==> src/include/osd_params.svh <==
// osd controller parameters
`ifndef OSD_PARAMS_SVH
`define OSD_PARAMS_SVH

// --------------------
// identification
// --------------------
// byte returned by the version read
`define OSD_RTL_VERSION 8'h32

// --------------------
// memory write path
// --------------------
// write fifo holds 2**4 host words
`define OSD_FIFO_DEPTH_LOG2 4
// count lo, count hi, page lo, page hi
`define OSD_HDR_BYTES 4
// byte address step per 16-bit word
`define OSD_ADR_STEP 2

// default memory config
`define OSD_MEM_CFG_DEFAULT 6'b000101

`endif

==> src/rtl/osd_pkg.sv <==
// osd controller types
package osd_pkg;

  // spi and host bus data
  typedef logic [7:0]  osd_byte_t;
  typedef logic [15:0] host_word_t;
  typedef logic [23:0] host_adr_t;
  // one half of the 32-bit memory address
  typedef logic [15:0] mem_half_t;
  typedef logic [1:0]  hdr_idx_t;

  // configuration fields
  typedef logic [5:0] mem_cfg_t;
  typedef logic [3:0] cpu_cfg_t;
  typedef logic [3:0] chip_cfg_t;
  typedef logic [2:0] ide_cfg_t;
  typedef logic [3:0] floppy_cfg_t;
  typedef logic [1:0] filter_t;
  typedef logic [1:0] scanline_t;
  typedef logic [1:0] autofire_t;

  // command codes, wrdat[7:2] of the command byte
  typedef enum logic [5:0] {
    CMD_NOP          = 6'b000000,
    CMD_RESET_CTRL   = 6'b000010,
    CMD_CLOCK_CTRL   = 6'b001010,
    CMD_OSD_CTRL     = 6'b010010,
    CMD_CHIP_CFG     = 6'b000001,
    CMD_CPU_CFG      = 6'b001001,
    CMD_MEMORY_CFG   = 6'b010001,
    CMD_VIDEO_CFG    = 6'b011001,
    CMD_FLOPPY_CFG   = 6'b100001,
    CMD_HARDDISK_CFG = 6'b101001,
    CMD_JOYSTICK_CFG = 6'b110001,
    CMD_MEM_WRITE    = 6'b001011,
    CMD_VERSION      = 6'b100010
  } osd_cmd_e;

  // host write machine
  typedef enum logic {
    WR_IDLE  = 1'b0,
    WR_WRITE = 1'b1
  } wr_state_e;

endpackage

==> src/rtl/osd_cmd_decode.sv <==
// osd command decoder
`timescale 1ns/1ps
`include "osd_params.svh"

module osd_cmd_decode
  import osd_pkg::*;
(
  input  logic      clk,
  input  logic      reset,
  input  logic      rx,
  input  logic      cmd,
  input  osd_byte_t wrdat,
  input  osd_byte_t osd_ctrl,
  output logic      reset_ctrl_wr,
  output logic      osd_ctrl_wr,
  output logic      chip_cfg_wr,
  output logic      cpu_cfg_wr,
  output logic      mem_cfg_wr,
  output logic      video_cfg_wr,
  output logic      floppy_cfg_wr,
  output logic      hdd_cfg_wr,
  output logic      joy_cfg_wr,
  output logic      mem_hdr_wr,
  output hdr_idx_t  mem_hdr_idx,
  output logic      mem_data_wr,
  output logic      cmd_start,
  output osd_byte_t rddat
);

  osd_cmd_e   cmd_code;
  logic [2:0] dat_cnt;
  logic       data_rx;
  logic       first_byte;
  logic       hdr_done;

  assign cmd_start  = rx && cmd;
  assign data_rx    = rx && !cmd;
  assign first_byte = (dat_cnt == 3'd0);
  // count saturates at the header length
  assign hdr_done   = (dat_cnt == 3'(`OSD_HDR_BYTES));

  // --------------------
  // command latch and byte counter
  // --------------------
  always_ff @(posedge clk) begin
    if (reset) begin
      cmd_code <= CMD_NOP;
      dat_cnt  <= 3'd0;
    end else if (cmd_start) begin
      cmd_code <= osd_cmd_e'(wrdat[7:2]);
      dat_cnt  <= 3'd0;
    end else if (data_rx && !hdr_done) begin
      dat_cnt <= dat_cnt + 3'd1;
    end
  end

  // header byte index is the low count bits
  assign mem_hdr_idx = dat_cnt[1:0];

  // --------------------
  // per-function strobes
  // --------------------
  always_comb begin
    reset_ctrl_wr = 1'b0;
    osd_ctrl_wr   = 1'b0;
    chip_cfg_wr   = 1'b0;
    cpu_cfg_wr    = 1'b0;
    mem_cfg_wr    = 1'b0;
    video_cfg_wr  = 1'b0;
    floppy_cfg_wr = 1'b0;
    hdd_cfg_wr    = 1'b0;
    joy_cfg_wr    = 1'b0;
    mem_hdr_wr    = 1'b0;
    mem_data_wr   = 1'b0;
    if (data_rx) begin
      case (cmd_code)
        CMD_RESET_CTRL:   reset_ctrl_wr = first_byte;
        CMD_OSD_CTRL:     osd_ctrl_wr   = first_byte;
        CMD_CHIP_CFG:     chip_cfg_wr   = first_byte;
        CMD_CPU_CFG:      cpu_cfg_wr    = first_byte;
        CMD_MEMORY_CFG:   mem_cfg_wr    = first_byte;
        CMD_VIDEO_CFG:    video_cfg_wr  = first_byte;
        CMD_FLOPPY_CFG:   floppy_cfg_wr = first_byte;
        CMD_HARDDISK_CFG: hdd_cfg_wr    = first_byte;
        CMD_JOYSTICK_CFG: joy_cfg_wr    = first_byte;
        CMD_MEM_WRITE: begin
          // header bytes first, then payload
          mem_hdr_wr  = !hdr_done;
          mem_data_wr = hdr_done;
        end
        // clock control carries no register
        CMD_CLOCK_CTRL: begin
        end
        default: begin
        end
      endcase
    end
  end

  // read byte back to the shifter
  assign rddat = (cmd_code == CMD_VERSION) ? `OSD_RTL_VERSION : osd_ctrl;

endmodule

==> src/rtl/osd_config_regs.sv <==
// osd configuration registers
`timescale 1ns/1ps
`include "osd_params.svh"

module osd_config_regs
  import osd_pkg::*;
(
  input  logic        clk,
  input  logic        reset,
  input  logic        reset_ctrl_wr,
  input  logic        osd_ctrl_wr,
  input  logic        chip_cfg_wr,
  input  logic        cpu_cfg_wr,
  input  logic        mem_cfg_wr,
  input  logic        video_cfg_wr,
  input  logic        floppy_cfg_wr,
  input  logic        hdd_cfg_wr,
  input  logic        joy_cfg_wr,
  input  osd_byte_t   wrdat,
  output logic        osd_enable,
  output logic        key_disable,
  output logic        usrrst,
  output logic        cpurst,
  output logic        cpuhlt,
  output chip_cfg_t   chipset_config,
  output cpu_cfg_t    cpu_config,
  output mem_cfg_t    memory_config,
  output ide_cfg_t    ide_config,
  output floppy_cfg_t floppy_config,
  output filter_t     lr_filter,
  output filter_t     hr_filter,
  output scanline_t   scanline,
  output autofire_t   autofire_config
);

  // chipset bits 3:2 and 0 take effect at once
  logic [1:0] chip_hi;
  logic       chip_lo;
  logic       chip_live1;

  // staged values, power-up defaults
  mem_cfg_t mem_stage   = `OSD_MEM_CFG_DEFAULT;
  cpu_cfg_t cpu_stage   = '0;
  ide_cfg_t ide_stage   = '0;
  logic     chip1_stage = 1'b0;

  // --------------------
  // immediate fields
  // --------------------
  always_ff @(posedge clk) begin
    if (reset) begin
      osd_enable      <= 1'b0;
      key_disable     <= 1'b0;
      usrrst          <= 1'b0;
      // cpu held in reset and halt until the host releases it
      cpurst          <= 1'b1;
      cpuhlt          <= 1'b1;
      chip_hi         <= 2'b00;
      chip_lo         <= 1'b0;
      floppy_config   <= '0;
      lr_filter       <= '0;
      hr_filter       <= '0;
      scanline        <= '0;
      autofire_config <= '0;
    end else begin
      if (reset_ctrl_wr)
        {cpuhlt, cpurst, usrrst} <= wrdat[2:0];
      if (osd_ctrl_wr)
        {key_disable, osd_enable} <= wrdat[1:0];
      if (chip_cfg_wr) begin
        chip_hi <= wrdat[3:2];
        chip_lo <= wrdat[0];
      end
      // hires, lores, scanline from msb down
      if (video_cfg_wr)
        {hr_filter, lr_filter, scanline} <= wrdat[5:0];
      if (floppy_cfg_wr)
        floppy_config <= wrdat[3:0];
      if (joy_cfg_wr)
        autofire_config <= wrdat[1:0];
    end
  end

  // --------------------
  // staged fields
  // --------------------
  always_ff @(posedge clk) begin
    if (mem_cfg_wr)
      mem_stage <= wrdat[5:0];
    if (cpu_cfg_wr)
      cpu_stage <= wrdat[3:0];
    if (hdd_cfg_wr)
      ide_stage <= wrdat[2:0];
    if (chip_cfg_wr)
      chip1_stage <= wrdat[1];
  end

  // staged values go live only while reset is high
  always_ff @(posedge clk) begin
    if (reset) begin
      memory_config <= mem_stage;
      cpu_config    <= cpu_stage;
      ide_config    <= ide_stage;
      chip_live1    <= chip1_stage;
    end
  end

  assign chipset_config = {chip_hi, chip_live1, chip_lo};

endmodule

==> src/rtl/osd_ctrl_top.sv <==
// osd control core top
`timescale 1ns/1ps

module osd_ctrl_top
  import osd_pkg::*;
(
  input  logic        clk,
  input  logic        reset,
  // spi byte side
  input  logic        rx,
  input  logic        cmd,
  input  osd_byte_t   wrdat,
  output osd_byte_t   rddat,
  input  osd_byte_t   osd_ctrl,
  // configuration and control
  output logic        osd_enable,
  output logic        key_disable,
  output logic        usrrst,
  output logic        cpurst,
  output logic        cpuhlt,
  output chip_cfg_t   chipset_config,
  output cpu_cfg_t    cpu_config,
  output mem_cfg_t    memory_config,
  output ide_cfg_t    ide_config,
  output floppy_cfg_t floppy_config,
  output filter_t     lr_filter,
  output filter_t     hr_filter,
  output scanline_t   scanline,
  output autofire_t   autofire_config,
  // host bus
  output logic        host_cs,
  output logic        host_we,
  output logic [1:0]  host_bs,
  output host_adr_t   host_adr,
  output host_word_t  host_wdat,
  input  logic        host_ack,
  output logic        fifo_full
);

  // decoder strobes
  logic     reset_ctrl_wr;
  logic     osd_ctrl_wr;
  logic     chip_cfg_wr;
  logic     cpu_cfg_wr;
  logic     mem_cfg_wr;
  logic     video_cfg_wr;
  logic     floppy_cfg_wr;
  logic     hdd_cfg_wr;
  logic     joy_cfg_wr;
  // memory write path
  logic     mem_hdr_wr;
  hdr_idx_t mem_hdr_idx;
  logic     mem_data_wr;
  logic     cmd_start;

  osd_cmd_decode osd_cmd_decode_inst (
    .clk           (clk),
    .reset         (reset),
    .rx            (rx),
    .cmd           (cmd),
    .wrdat         (wrdat),
    .osd_ctrl      (osd_ctrl),
    .reset_ctrl_wr (reset_ctrl_wr),
    .osd_ctrl_wr   (osd_ctrl_wr),
    .chip_cfg_wr   (chip_cfg_wr),
    .cpu_cfg_wr    (cpu_cfg_wr),
    .mem_cfg_wr    (mem_cfg_wr),
    .video_cfg_wr  (video_cfg_wr),
    .floppy_cfg_wr (floppy_cfg_wr),
    .hdd_cfg_wr    (hdd_cfg_wr),
    .joy_cfg_wr    (joy_cfg_wr),
    .mem_hdr_wr    (mem_hdr_wr),
    .mem_hdr_idx   (mem_hdr_idx),
    .mem_data_wr   (mem_data_wr),
    .cmd_start     (cmd_start),
    .rddat         (rddat)
  );

  osd_config_regs osd_config_regs_inst (
    .clk             (clk),
    .reset           (reset),
    .reset_ctrl_wr   (reset_ctrl_wr),
    .osd_ctrl_wr     (osd_ctrl_wr),
    .chip_cfg_wr     (chip_cfg_wr),
    .cpu_cfg_wr      (cpu_cfg_wr),
    .mem_cfg_wr      (mem_cfg_wr),
    .video_cfg_wr    (video_cfg_wr),
    .floppy_cfg_wr   (floppy_cfg_wr),
    .hdd_cfg_wr      (hdd_cfg_wr),
    .joy_cfg_wr      (joy_cfg_wr),
    .wrdat           (wrdat),
    .osd_enable      (osd_enable),
    .key_disable     (key_disable),
    .usrrst          (usrrst),
    .cpurst          (cpurst),
    .cpuhlt          (cpuhlt),
    .chipset_config  (chipset_config),
    .cpu_config      (cpu_config),
    .memory_config   (memory_config),
    .ide_config      (ide_config),
    .floppy_config   (floppy_config),
    .lr_filter       (lr_filter),
    .hr_filter       (hr_filter),
    .scanline        (scanline),
    .autofire_config (autofire_config)
  );

  osd_mem_writer osd_mem_writer_inst (
    .clk         (clk),
    .reset       (reset),
    .cmd_start   (cmd_start),
    .mem_hdr_wr  (mem_hdr_wr),
    .mem_hdr_idx (mem_hdr_idx),
    .mem_data_wr (mem_data_wr),
    .wrdat       (wrdat),
    .host_ack    (host_ack),
    .host_cs     (host_cs),
    .host_we     (host_we),
    .host_bs     (host_bs),
    .host_adr    (host_adr),
    .host_wdat   (host_wdat),
    .fifo_full   (fifo_full)
  );

endmodule

==> src/rtl/osd_mem_writer.sv <==
// system memory writer
`timescale 1ns/1ps
`include "osd_params.svh"

module osd_mem_writer
  import osd_pkg::*;
(
  input  logic       clk,
  input  logic       reset,
  input  logic       cmd_start,
  input  logic       mem_hdr_wr,
  input  hdr_idx_t   mem_hdr_idx,
  input  logic       mem_data_wr,
  input  osd_byte_t  wrdat,
  input  logic       host_ack,
  output logic       host_cs,
  output logic       host_we,
  output logic [1:0] host_bs,
  output host_adr_t  host_adr,
  output host_word_t host_wdat,
  output logic       fifo_full
);

  // address halves
  mem_half_t  mem_cnt;
  mem_half_t  mem_page;
  // byte pairing
  logic       mem_toggle;
  osd_byte_t  hi_byte;
  // write machine
  wr_state_e  wr_state;
  logic       pop_pending;
  logic       fifo_push;
  logic       fifo_empty;
  logic [31:0] mem_adr;

  // --------------------
  // byte pairing
  // --------------------
  // second byte of a pair completes the word
  assign fifo_push = mem_data_wr && mem_toggle;

  always_ff @(posedge clk) begin
    if (reset || cmd_start)
      mem_toggle <= 1'b0;
    else if (mem_data_wr)
      mem_toggle <= !mem_toggle;
  end

  // first byte is the high half
  always_ff @(posedge clk) begin
    if (mem_data_wr && !mem_toggle)
      hi_byte <= wrdat;
  end

  osd_write_fifo #(
    .DEPTH_LOG2 (`OSD_FIFO_DEPTH_LOG2)
  ) osd_write_fifo_inst (
    .clk   (clk),
    .reset (reset),
    .wr_en (fifo_push),
    .din   ({hi_byte, wrdat}),
    .rd_en (pop_pending),
    .dout  (host_wdat),
    .full  (fifo_full),
    .empty (fifo_empty)
  );

  // --------------------
  // header and address
  // --------------------
  always_ff @(posedge clk) begin
    if (mem_hdr_wr) begin
      case (mem_hdr_idx)
        2'd0: mem_cnt[7:0]   <= wrdat;
        2'd1: mem_cnt[15:8]  <= wrdat;
        2'd2: mem_page[7:0]  <= wrdat;
        2'd3: mem_page[15:8] <= wrdat;
        default: begin
        end
      endcase
    end else if (pop_pending) begin
      // one word done, step to next
      mem_cnt <= mem_cnt + 16'(`OSD_ADR_STEP);
    end
  end

  assign mem_adr  = {mem_page, mem_cnt};
  assign host_adr = mem_adr[23:0];

  // --------------------
  // host write machine
  // --------------------
  always_ff @(posedge clk) begin
    if (reset) begin
      wr_state    <= WR_IDLE;
      host_cs     <= 1'b0;
      host_we     <= 1'b0;
      host_bs     <= 2'b00;
      pop_pending <= 1'b0;
    end else begin
      // acked word leaves the fifo on the next edge
      pop_pending <= (wr_state == WR_WRITE) && host_ack;
      if (cmd_start) begin
        // new command aborts, fifo contents kept
        wr_state <= WR_IDLE;
        host_cs  <= 1'b0;
        host_we  <= 1'b0;
        host_bs  <= 2'b00;
      end else begin
        case (wr_state)
          WR_IDLE: begin
            // wait until the previous pop has landed
            if (!fifo_empty && !pop_pending) begin
              wr_state <= WR_WRITE;
              host_cs  <= 1'b1;
              host_we  <= 1'b1;
              host_bs  <= 2'b11;
            end
          end
          WR_WRITE: begin
            if (host_ack) begin
              wr_state <= WR_IDLE;
              host_cs  <= 1'b0;
              host_we  <= 1'b0;
              host_bs  <= 2'b00;
            end
          end
          default: wr_state <= WR_IDLE;
        endcase
      end
    end
  end

endmodule

==> src/rtl/osd_write_fifo.sv <==
// synchronous word fifo
`timescale 1ns/1ps
`include "osd_params.svh"

module osd_write_fifo
  import osd_pkg::*;
#(
  parameter int DEPTH_LOG2 = `OSD_FIFO_DEPTH_LOG2
) (
  input  logic       clk,
  input  logic       reset,
  input  logic       wr_en,
  input  host_word_t din,
  input  logic       rd_en,
  output host_word_t dout,
  output logic       full,
  output logic       empty
);

  localparam int DEPTH = 1 << DEPTH_LOG2;

  host_word_t              mem [DEPTH];
  logic [DEPTH_LOG2-1:0]   wr_ptr;
  logic [DEPTH_LOG2-1:0]   rd_ptr;
  // one extra bit so a full buffer is distinct from empty
  logic [DEPTH_LOG2:0]     count;
  logic                    push;
  logic                    pop;

  // push while full is dropped
  assign push = wr_en && !full;
  assign pop  = rd_en && !empty;

  // storage
  always_ff @(posedge clk) begin
    if (push)
      mem[wr_ptr] <= din;
  end

  // pointers and occupancy
  always_ff @(posedge clk) begin
    if (reset) begin
      wr_ptr <= '0;
      rd_ptr <= '0;
      count  <= '0;
    end else begin
      if (push)
        wr_ptr <= wr_ptr + 1'b1;
      if (pop)
        rd_ptr <= rd_ptr + 1'b1;
      if (push && !pop)
        count <= count + 1'b1;
      else if (pop && !push)
        count <= count - 1'b1;
    end
  end

  // head word
  assign dout  = mem[rd_ptr];
  assign full  = (count == (DEPTH_LOG2+1)'(DEPTH));
  assign empty = (count == '0);

endmodule

==> config.mk <==
export PLATFORM = sky130hd
export DESIGN_NAME = osd_ctrl_top
export DESIGN_NICKNAME = d
export VERILOG_FILES = /design/src/rtl/osd_pkg.sv /design/src/rtl/osd_cmd_decode.sv /design/src/rtl/osd_config_regs.sv /design/src/rtl/osd_ctrl_top.sv /design/src/rtl/osd_mem_writer.sv /design/src/rtl/osd_write_fifo.sv
export VERILOG_INCLUDE_DIRS = /design/src /design/src/include
export SDC_FILE = /design/constraint.sdc
export NUM_CORES = 1
export LEC_CHECK = 0
export BUFFER_PORTS_ARGS = -buffer_cell sky130_fd_sc_hd__buf_2
export CELL_PAD_IN_SITES_DETAIL_PLACEMENT = 0
export CELL_PAD_IN_SITES_GLOBAL_PLACEMENT = 1
export CORE_MARGIN = 8
export CORE_UTILIZATION = 55
export DETAILED_ROUTE_END_ITERATION = 10
export GPL_TIMING_DRIVEN = 1
export PLACE_DENSITY = 0.87
export RECOVER_POWER = 100
export SYNTH_ARGS = -nofsm -noshare
export SYNTH_HDL_FRONTEND = slang
export SYNTH_HIERARCHICAL = 1
export SYNTH_SLANG_ARGS = --single-unit
export TNS_END_PERCENT = 20
==> constraint.sdc <==
create_clock -name clk -period 6.5 [get_ports clk]
set_input_delay 0.975 -clock clk [delete_from_list [all_inputs] [get_ports clk]]
set_output_delay 0.975 -clock clk [all_outputs]
set_load 0.005 [all_outputs]
# Word-level counts from Yosys, hierarchy flattened
# Memory sizes are Yosys's and may differ from the RTL's. A register that Yosys moved wholly into a read port is not among the register bits.
# Index checks and enable logic that the tools add are counted.
[classes] add_sub_neg=6 multipliers=0 div_mod_pow=0 magnitude_cmp=0 n_eq_ne=19 shift=0 n_mux=42 bitwise_logic=1 reduce_logical=30
[op_table] operator="two-way mux 16 bit" n=2
[op_table] operator="two-way mux 1 bit" n=28
[op_table] operator="== test 6 bit, second input constant" n=4
[op_table] operator="two-way mux 8 bit" n=3
[op_table] operator="== test 6 x 5 -> 1 bit, second input constant" n=3
[op_table] operator="adder 16 x 2 -> 16 bit, second input constant" n=1
[op_table] operator="== test 6 x 4 -> 1 bit, second input constant" n=2
[op_table] operator="logical AND 1 bit" n=11
[op_table] operator="two-way mux 5 bit" n=2
[op_table] operator="adder 4 x 1 -> 4 bit, second input constant" n=2
[op_table] operator="logical NOT 1 bit" n=8
[op_table] operator="two-way mux 4 bit" n=2
[op_table] operator="AND reduction 2 bit" n=4
[op_table] operator="== test 6 x 1 -> 1 bit, second input constant" n=1
[op_table] operator="== test 6 x 2 -> 1 bit, second input constant" n=1
[op_table] operator="!= test 2 x 1 -> 1 bit, second input constant" n=3
[op_table] operator="adder 5 x 1 -> 5 bit, second input constant" n=1
[op_table] operator="== test 5 bit, second input constant" n=1
[op_table] operator="logical NOT 5 bit" n=1
[op_table] operator="subtractor 5 x 1 -> 5 bit, second input constant" n=1
[op_table] operator="two-way mux 2 bit" n=2
[op_table] operator="one-hot mux 1 bit (2 select lines)" n=2
[op_table] operator="one-hot mux 2 bit (2 select lines)" n=1
[op_table] operator="nonzero test 2 bit" n=2
[op_table] operator="other kinds (10)" n=10
[totals] register_bits=108 latch_bits=0 ramBits=256 rom_bits=0 input_bits=21 out_inout_bits=87 elab_cells=133 n_memories=1
[mem_list] memory="osd_mem_writer_inst.osd_write_fifo_inst.mem" depth=16 word_bits=16 rd=1 rd_clocked_by_memory_dff=1 wr=1 line_no="osd_write_fifo.sv:22" text="host_word_t mem [DEPTH];"

# Longest topological paths before layout
[logic_depth] depth_word=9 depth_mapped=14 ltp_nobuf=14

# Cells and area by module
# Netlist, hierarchy kept.
[by_module_without_submodules] module="osd_write_fifo" instances=1 cells_per_inst=507 area_each_um2=10542.6 seq_area_each_um2=8027.7
[by_module_without_submodules] module="osd_mem_writer" instances=1 cells_per_inst=132 area_each_um2=1627.8 seq_area_each_um2=1041.0
[by_module_without_submodules] module="osd_config_regs" instances=1 cells_per_inst=94 area_each_um2=1562.7 seq_area_each_um2=1241.2
[by_module_without_submodules] module="osd_cmd_decode" instances=1 cells_per_inst=83 area_each_um2=624.3 seq_area_each_um2=180.2

# Worst setup path before layout
# No wires, ideal clock.
[synth_path] path_kind="input to register" from="input cmd" to="memory osd_mem_writer_inst/osd_write_fifo_inst/mem[0][0] (netlist bit), enable pin" arrival_ps=3486 required_time_ps=6070 slack_ps=2583 path_stages=6 n_path_buf=0 path_cell_list="nand2b_1 -> nor4_1 -> nor2b_1 -> and2_1 -> o21ai_4 -> nor4_1"
[synth_between] elab_chain_len=7
[synth_lines] element="from (decl)" line_no="osd_ctrl_top.sv:11" text="input logic cmd,"
[synth_lines] element="logical NOT 1 bit" line_no="osd_cmd_decode.sv:37" text="assign data_rx = rx && !cmd;"
[synth_lines] element="logical AND 1 bit" line_no="osd_cmd_decode.sv:37"
[synth_lines] element="two-way mux 1 bit" line_no="osd_cmd_decode.sv:75" text="if (data_rx) begin"
[synth_lines] element="named net mem_data_wr" line_no="osd_ctrl_top.sv:53" text="logic mem_data_wr;"
[synth_lines] element="logical AND 1 bit" line_no="osd_mem_writer.sv:41" text="assign fifo_push = mem_data_wr && mem_toggle;"
[synth_lines] element="named net osd_mem_writer_inst.fifo_push" line_no="osd_mem_writer.sv:33" text="logic fifo_push;"
[synth_lines] element="logical AND 1 bit" line_no="osd_write_fifo.sv:31" text="assign push = wr_en && !full;"
[synth_lines] element="two-way mux 1 bit" line_no="osd_write_fifo.sv:36" text="if (push)"
[synth_lines] element="two-way mux 1 bit (not written as such)" line_no="osd_write_fifo.sv:37" text="mem[wr_ptr] <= din;"
[synth_lines] element="to (decl)" line_no="osd_write_fifo.sv:22"
# The timed path passes the listed nets, and every way through them passes these cells.

# Worst setup path after layout
[layout_path] from="input rx" to="memory osd_mem_writer_inst/osd_write_fifo_inst/mem[15][0] (netlist bit), enable pin"
[layout_between] elab_chain_len=6
[layout_lines] element="from (decl)" line_no="osd_ctrl_top.sv:10" text="input logic rx,"
[layout_lines] element="logical AND 1 bit" line_no="osd_cmd_decode.sv:37"
[layout_lines] element="two-way mux 1 bit" line_no="osd_cmd_decode.sv:75"
[layout_lines] element="named net mem_data_wr" line_no="osd_ctrl_top.sv:53"
[layout_lines] element="logical AND 1 bit" line_no="osd_mem_writer.sv:41"
[layout_lines] element="named net osd_mem_writer_inst.fifo_push" line_no="osd_mem_writer.sv:33"
[layout_lines] element="logical AND 1 bit" line_no="osd_write_fifo.sv:31"
[layout_lines] element="named net osd_mem_writer_inst.osd_write_fifo_inst.push" line_no="osd_write_fifo.sv:27" text="logic push;"
[layout_lines] element="two-way mux 1 bit" line_no="osd_write_fifo.sv:36"
[layout_lines] element="two-way mux 1 bit (not written as such)" line_no="osd_write_fifo.sv:37"
# The timed path passes the listed nets, and every way through them passes these cells.

==> results.sh <==
export IMPL_status="complete, but fails checks"
export IMPL_violations="max-capacitance violations, max-slew violations"
export IMPL_drt_initial_drc_count=584
export IMPL_ys_async_sr_fraction_pct=0
export IMPL_syn_instance_count=816
export IMPL_synth_edf_count=316
export IMPL_hold_path_class="reg2reg"
export IMPL_synth_top_cell_area_share_pct=66.09
export IMPL_antenna_cells=0
export IMPL_yosysUniqueCellTypes=59
export IMPL_wl_per_cell_um=24.03
export IMPL_tightest_slew_ps=2980
export IMPL_slowest_delay_ps=770
export IMPL_drv_slew=95
export IMPL_dr_total_vias=7735
export IMPL_portBuffers=107
export IMPL_synth_area_um2=14360
export IMPL_remaining_drc_errors=0
export IMPL_fmax_mhz=226.0
export IMPL_finalSetupViolations=0
export IMPL_final_cells=1293
export IMPL_numCtsBuffers=37
export IMPL_path_max_fanout=14
export IMPL_dieHeight_um=177.6
export IMPL_crit_slowest_cell="clkbuf_1"
export IMPL_insertion_delay_ps=520
export IMPL_path_cells="clkbuf_1 -> nand2b_1 -> nor4_1 -> nor2b_1 -> and2_0 -> o21ai_0 -> clkinvlp_2 -> nand3_1 -> nor2_1 -> clkbuf_1"
export IMPL_globalRouteTotalUtil_pct=19.91
export IMPL_wl_um=31070
export IMPL_io_pins=108
export IMPL_final_common_cell="edfxtp_1"
export IMPL_rsz0062_at_grt="no"
export IMPL_final_nets=964
export IMPL_cts_sinks=366
export IMPL_fp_dieArea_um2=31530
export IMPL_final_antenna_net_count=0
export IMPL_most_common_layout_cells="edfxtp_1 (316), clkbuf_1 (97), mux4_2 (64)"
export IMPL_grt_pass1_wl_um=47040
export IMPL_maxSlewHeadroom_pct=-98.65
export IMPL_initial_core_util_pct=55.57
export IMPL_drive_above_1_share_pct=17.54
export IMPL_worstSetupEndpointType="register"
export IMPL_worst_ep_required_time_ps=6640
export IMPL_crit_arrival_ps=4570
export IMPL_power_density_nw_per_um2=286.8
export IMPL_ff_latch_area_um2=10500
export IMPL_core_area_um2=25840
export IMPL_rows=59
export IMPL_crit_buf_inv=3
export IMPL_clk_path_buf_depth=3
export IMPL_yosys_area_top_type="edfxtp_1"
export IMPL_syn_to_final_growth_pct=12.97
export IMPL_grt_pass1_vias=8056
export IMPL_grt_max_degree=66
export IMPL_grt_overflow=0
export IMPL_nFillCells=1899
export IMPL_fin_tns_setup_ps=0
export IMPL_dp_cells=1226
export IMPL_cts_max_level=2
export IMPL_ctsResizeCount=0
export IMPL_dpl_hpwl_um=18210
export IMPL_multi_input_area_um2=3560
export IMPL_ys_flop_type="edfxtp_1"
export IMPL_cts_tree="done"
export IMPL_firstDrtPassIters=5
export IMPL_finalHoldViolCount=0
export IMPL_fin_worst_skew_ps=22.31
export IMPL_cpMostUsedCell="clkbuf_1"
export IMPL_critPathTopFamily="simple AND/OR/NAND/NOR gates"
export IMPL_totalPowerFinal_uw=4652
export IMPL_min_period_over_period_pct=68.07
export IMPL_synth_seq_area_share_pct=73.06
export IMPL_viasPerCell=5.982
export IMPL_period_minus_slack_ps=4424
export IMPL_antenna_found_initial=0
export IMPL_yosysWarnings=6
export IMPL_start_kind="primary input"
export IMPL_die_w_um=177.6
export IMPL_avgSynthCellArea_um2=17.60
export IMPL_yosys_register_bits=366
export IMPL_gp_congestion=0.7843
export IMPL_cts_setup_buffers=0
export IMPL_path_clk_slew_ps=60
export IMPL_cts_hold_buf=0
export IMPL_clockRootBuffer="clkbuf_16"
export IMPL_leakagePower_uw=0.005156
export IMPL_worstSetupPathType="in2reg"
export IMPL_synth_top_cells_by_area="edfxtp_1 (66%), mux4_2 (10%), dfxtp_1 (7.0%)"
export IMPL_synth_fp_nets=850
export IMPL_drv_cap=3
export IMPL_vdd_drop_max_uv=279.5
==> final cells by class <==
| class | instances | area share, % |
|---|---|---|
| well taps | 335 | 2.584 |
| repair buffers | 120 | 3.093 |
| inverters | 19 | 0.4474 |
| multi-input cells | 386 | 21.95 |
| clock inverters | 15 | 0.9026 |
| clock buffers | 52 | 6.318 |
| flip-flops and latches | 366 | 64.71 |
==> Yosys cell counts (all sizes together), types with 7 or more instances <==
master / n
inv: 19
edfxtp: 316
mux4: 64
nand2: 35
buf: 23
ha: 12
or4: 8
nor2: 58
nor3: 9
nand3: 12
and2: 17
dfxtp: 50
nor2b: 9
a22oi: 32
a31oi: 7
a21oi: 17
mux2i: 20
clkbuf: 22
nor4: 8
o21ai: 8
==> metrics by stage <==
stage / hold WS [ps] / setup WS [ps] / instance area (um2) / utilization, %
after floorplan: 400.3 / 2583 / 14360 / -
after global placement: 402.2 / 2637 / 15210 / 58.89
after detailed placement: 410.3 / 2603 / 15210 / 58.89
after CTS: 419.4 / 2303 / 16390 / 63.42
after global routing: 436.5 / 1804 / 16220 / 62.77
final: 418.6 / 2076 / 16220 / 62.77
==> cells by family after synthesis <==
kind of cell	after synthesis	share of synthesized area, %
buffers and inverters	64	2.118
XOR/XNOR	11	0.7233
adder cells (fa/ha/maj)	13	1.185
AO/OA/AOI/OAI	87	4.235
flip-flops	366	73.06
AND/OR/NAND/NOR	189	7.085
multiplexers	86	11.59
==> flip-flops by register name (all words and copies together), names as in the netlist, 2 cells and up, named ones only <==
signal	cells
osd_cmd_decode_inst/cmd_code	6
osd_cmd_decode_inst/dat_cnt	3
osd_config_regs_inst/autofire_config	2
osd_config_regs_inst/chip_hi	2
osd_config_regs_inst/cpu_config	4
osd_config_regs_inst/cpu_stage	4
osd_config_regs_inst/floppy_config	4
osd_config_regs_inst/hr_filter	2
osd_config_regs_inst/ide_config	3
osd_config_regs_inst/ide_stage	3
osd_config_regs_inst/lr_filter	2
osd_config_regs_inst/mem_stage	6
osd_config_regs_inst/memory_config	6
osd_config_regs_inst/scanline	2
osd_mem_writer_inst/hi_byte	8
osd_mem_writer_inst/mem_cnt	16
osd_mem_writer_inst/mem_page	8
osd_mem_writer_inst/osd_write_fifo_inst/count	5
osd_mem_writer_inst/osd_write_fifo_inst/mem	256
osd_mem_writer_inst/osd_write_fifo_inst/rd_ptr	4
osd_mem_writer_inst/osd_write_fifo_inst/wr_ptr	4
==> worst paths after layout <==
check,from,end,slack [ps],cells past startpoint
worst min-delay path,osd_config_regs_inst/mem_stage[0],osd_config_regs_inst/memory_config[0],420,0
worst max-delay path,rx,osd_mem_writer_inst/osd_write_fifo_inst/mem[15][0],2080,10
worst min register to register,osd_config_regs_inst/mem_stage[0],osd_config_regs_inst/memory_config[0],420,0
worst max register to register,register,register,2100,10
==> metal layers <==
metal  wire length [um]  part of all wire, %  track usage [%]
met1              12920                   42            25.81
met2              15190                   49            33.11
met3               2287                  7.4            4.447
met4                673                  2.2            6.391
met5                  0                    0                0
==> report_power, final <==
group	total (uW)	internal (uW)	switching [uW]	leakage, uW
clock network	2060	1220	836	0.000572
registers	2540	2540	3.49	0.00326
logic	54.8	13.4	41.4	0.00133
total	4650	3770	881	0.00516
==> worst register-to-register path, cell delays in order (launching register included) <==
cell	delay, ps
dfxtp_1	360
or4_1	700
o21ai_0	950
clkinvlp_2	620
ha_1	360
inv_1	160
ha_1	260
a21o_2	210
a21oi_1	160
nor4_1	60
or3_1	450
No activity file was read; power rests on OpenSTA's default activity.
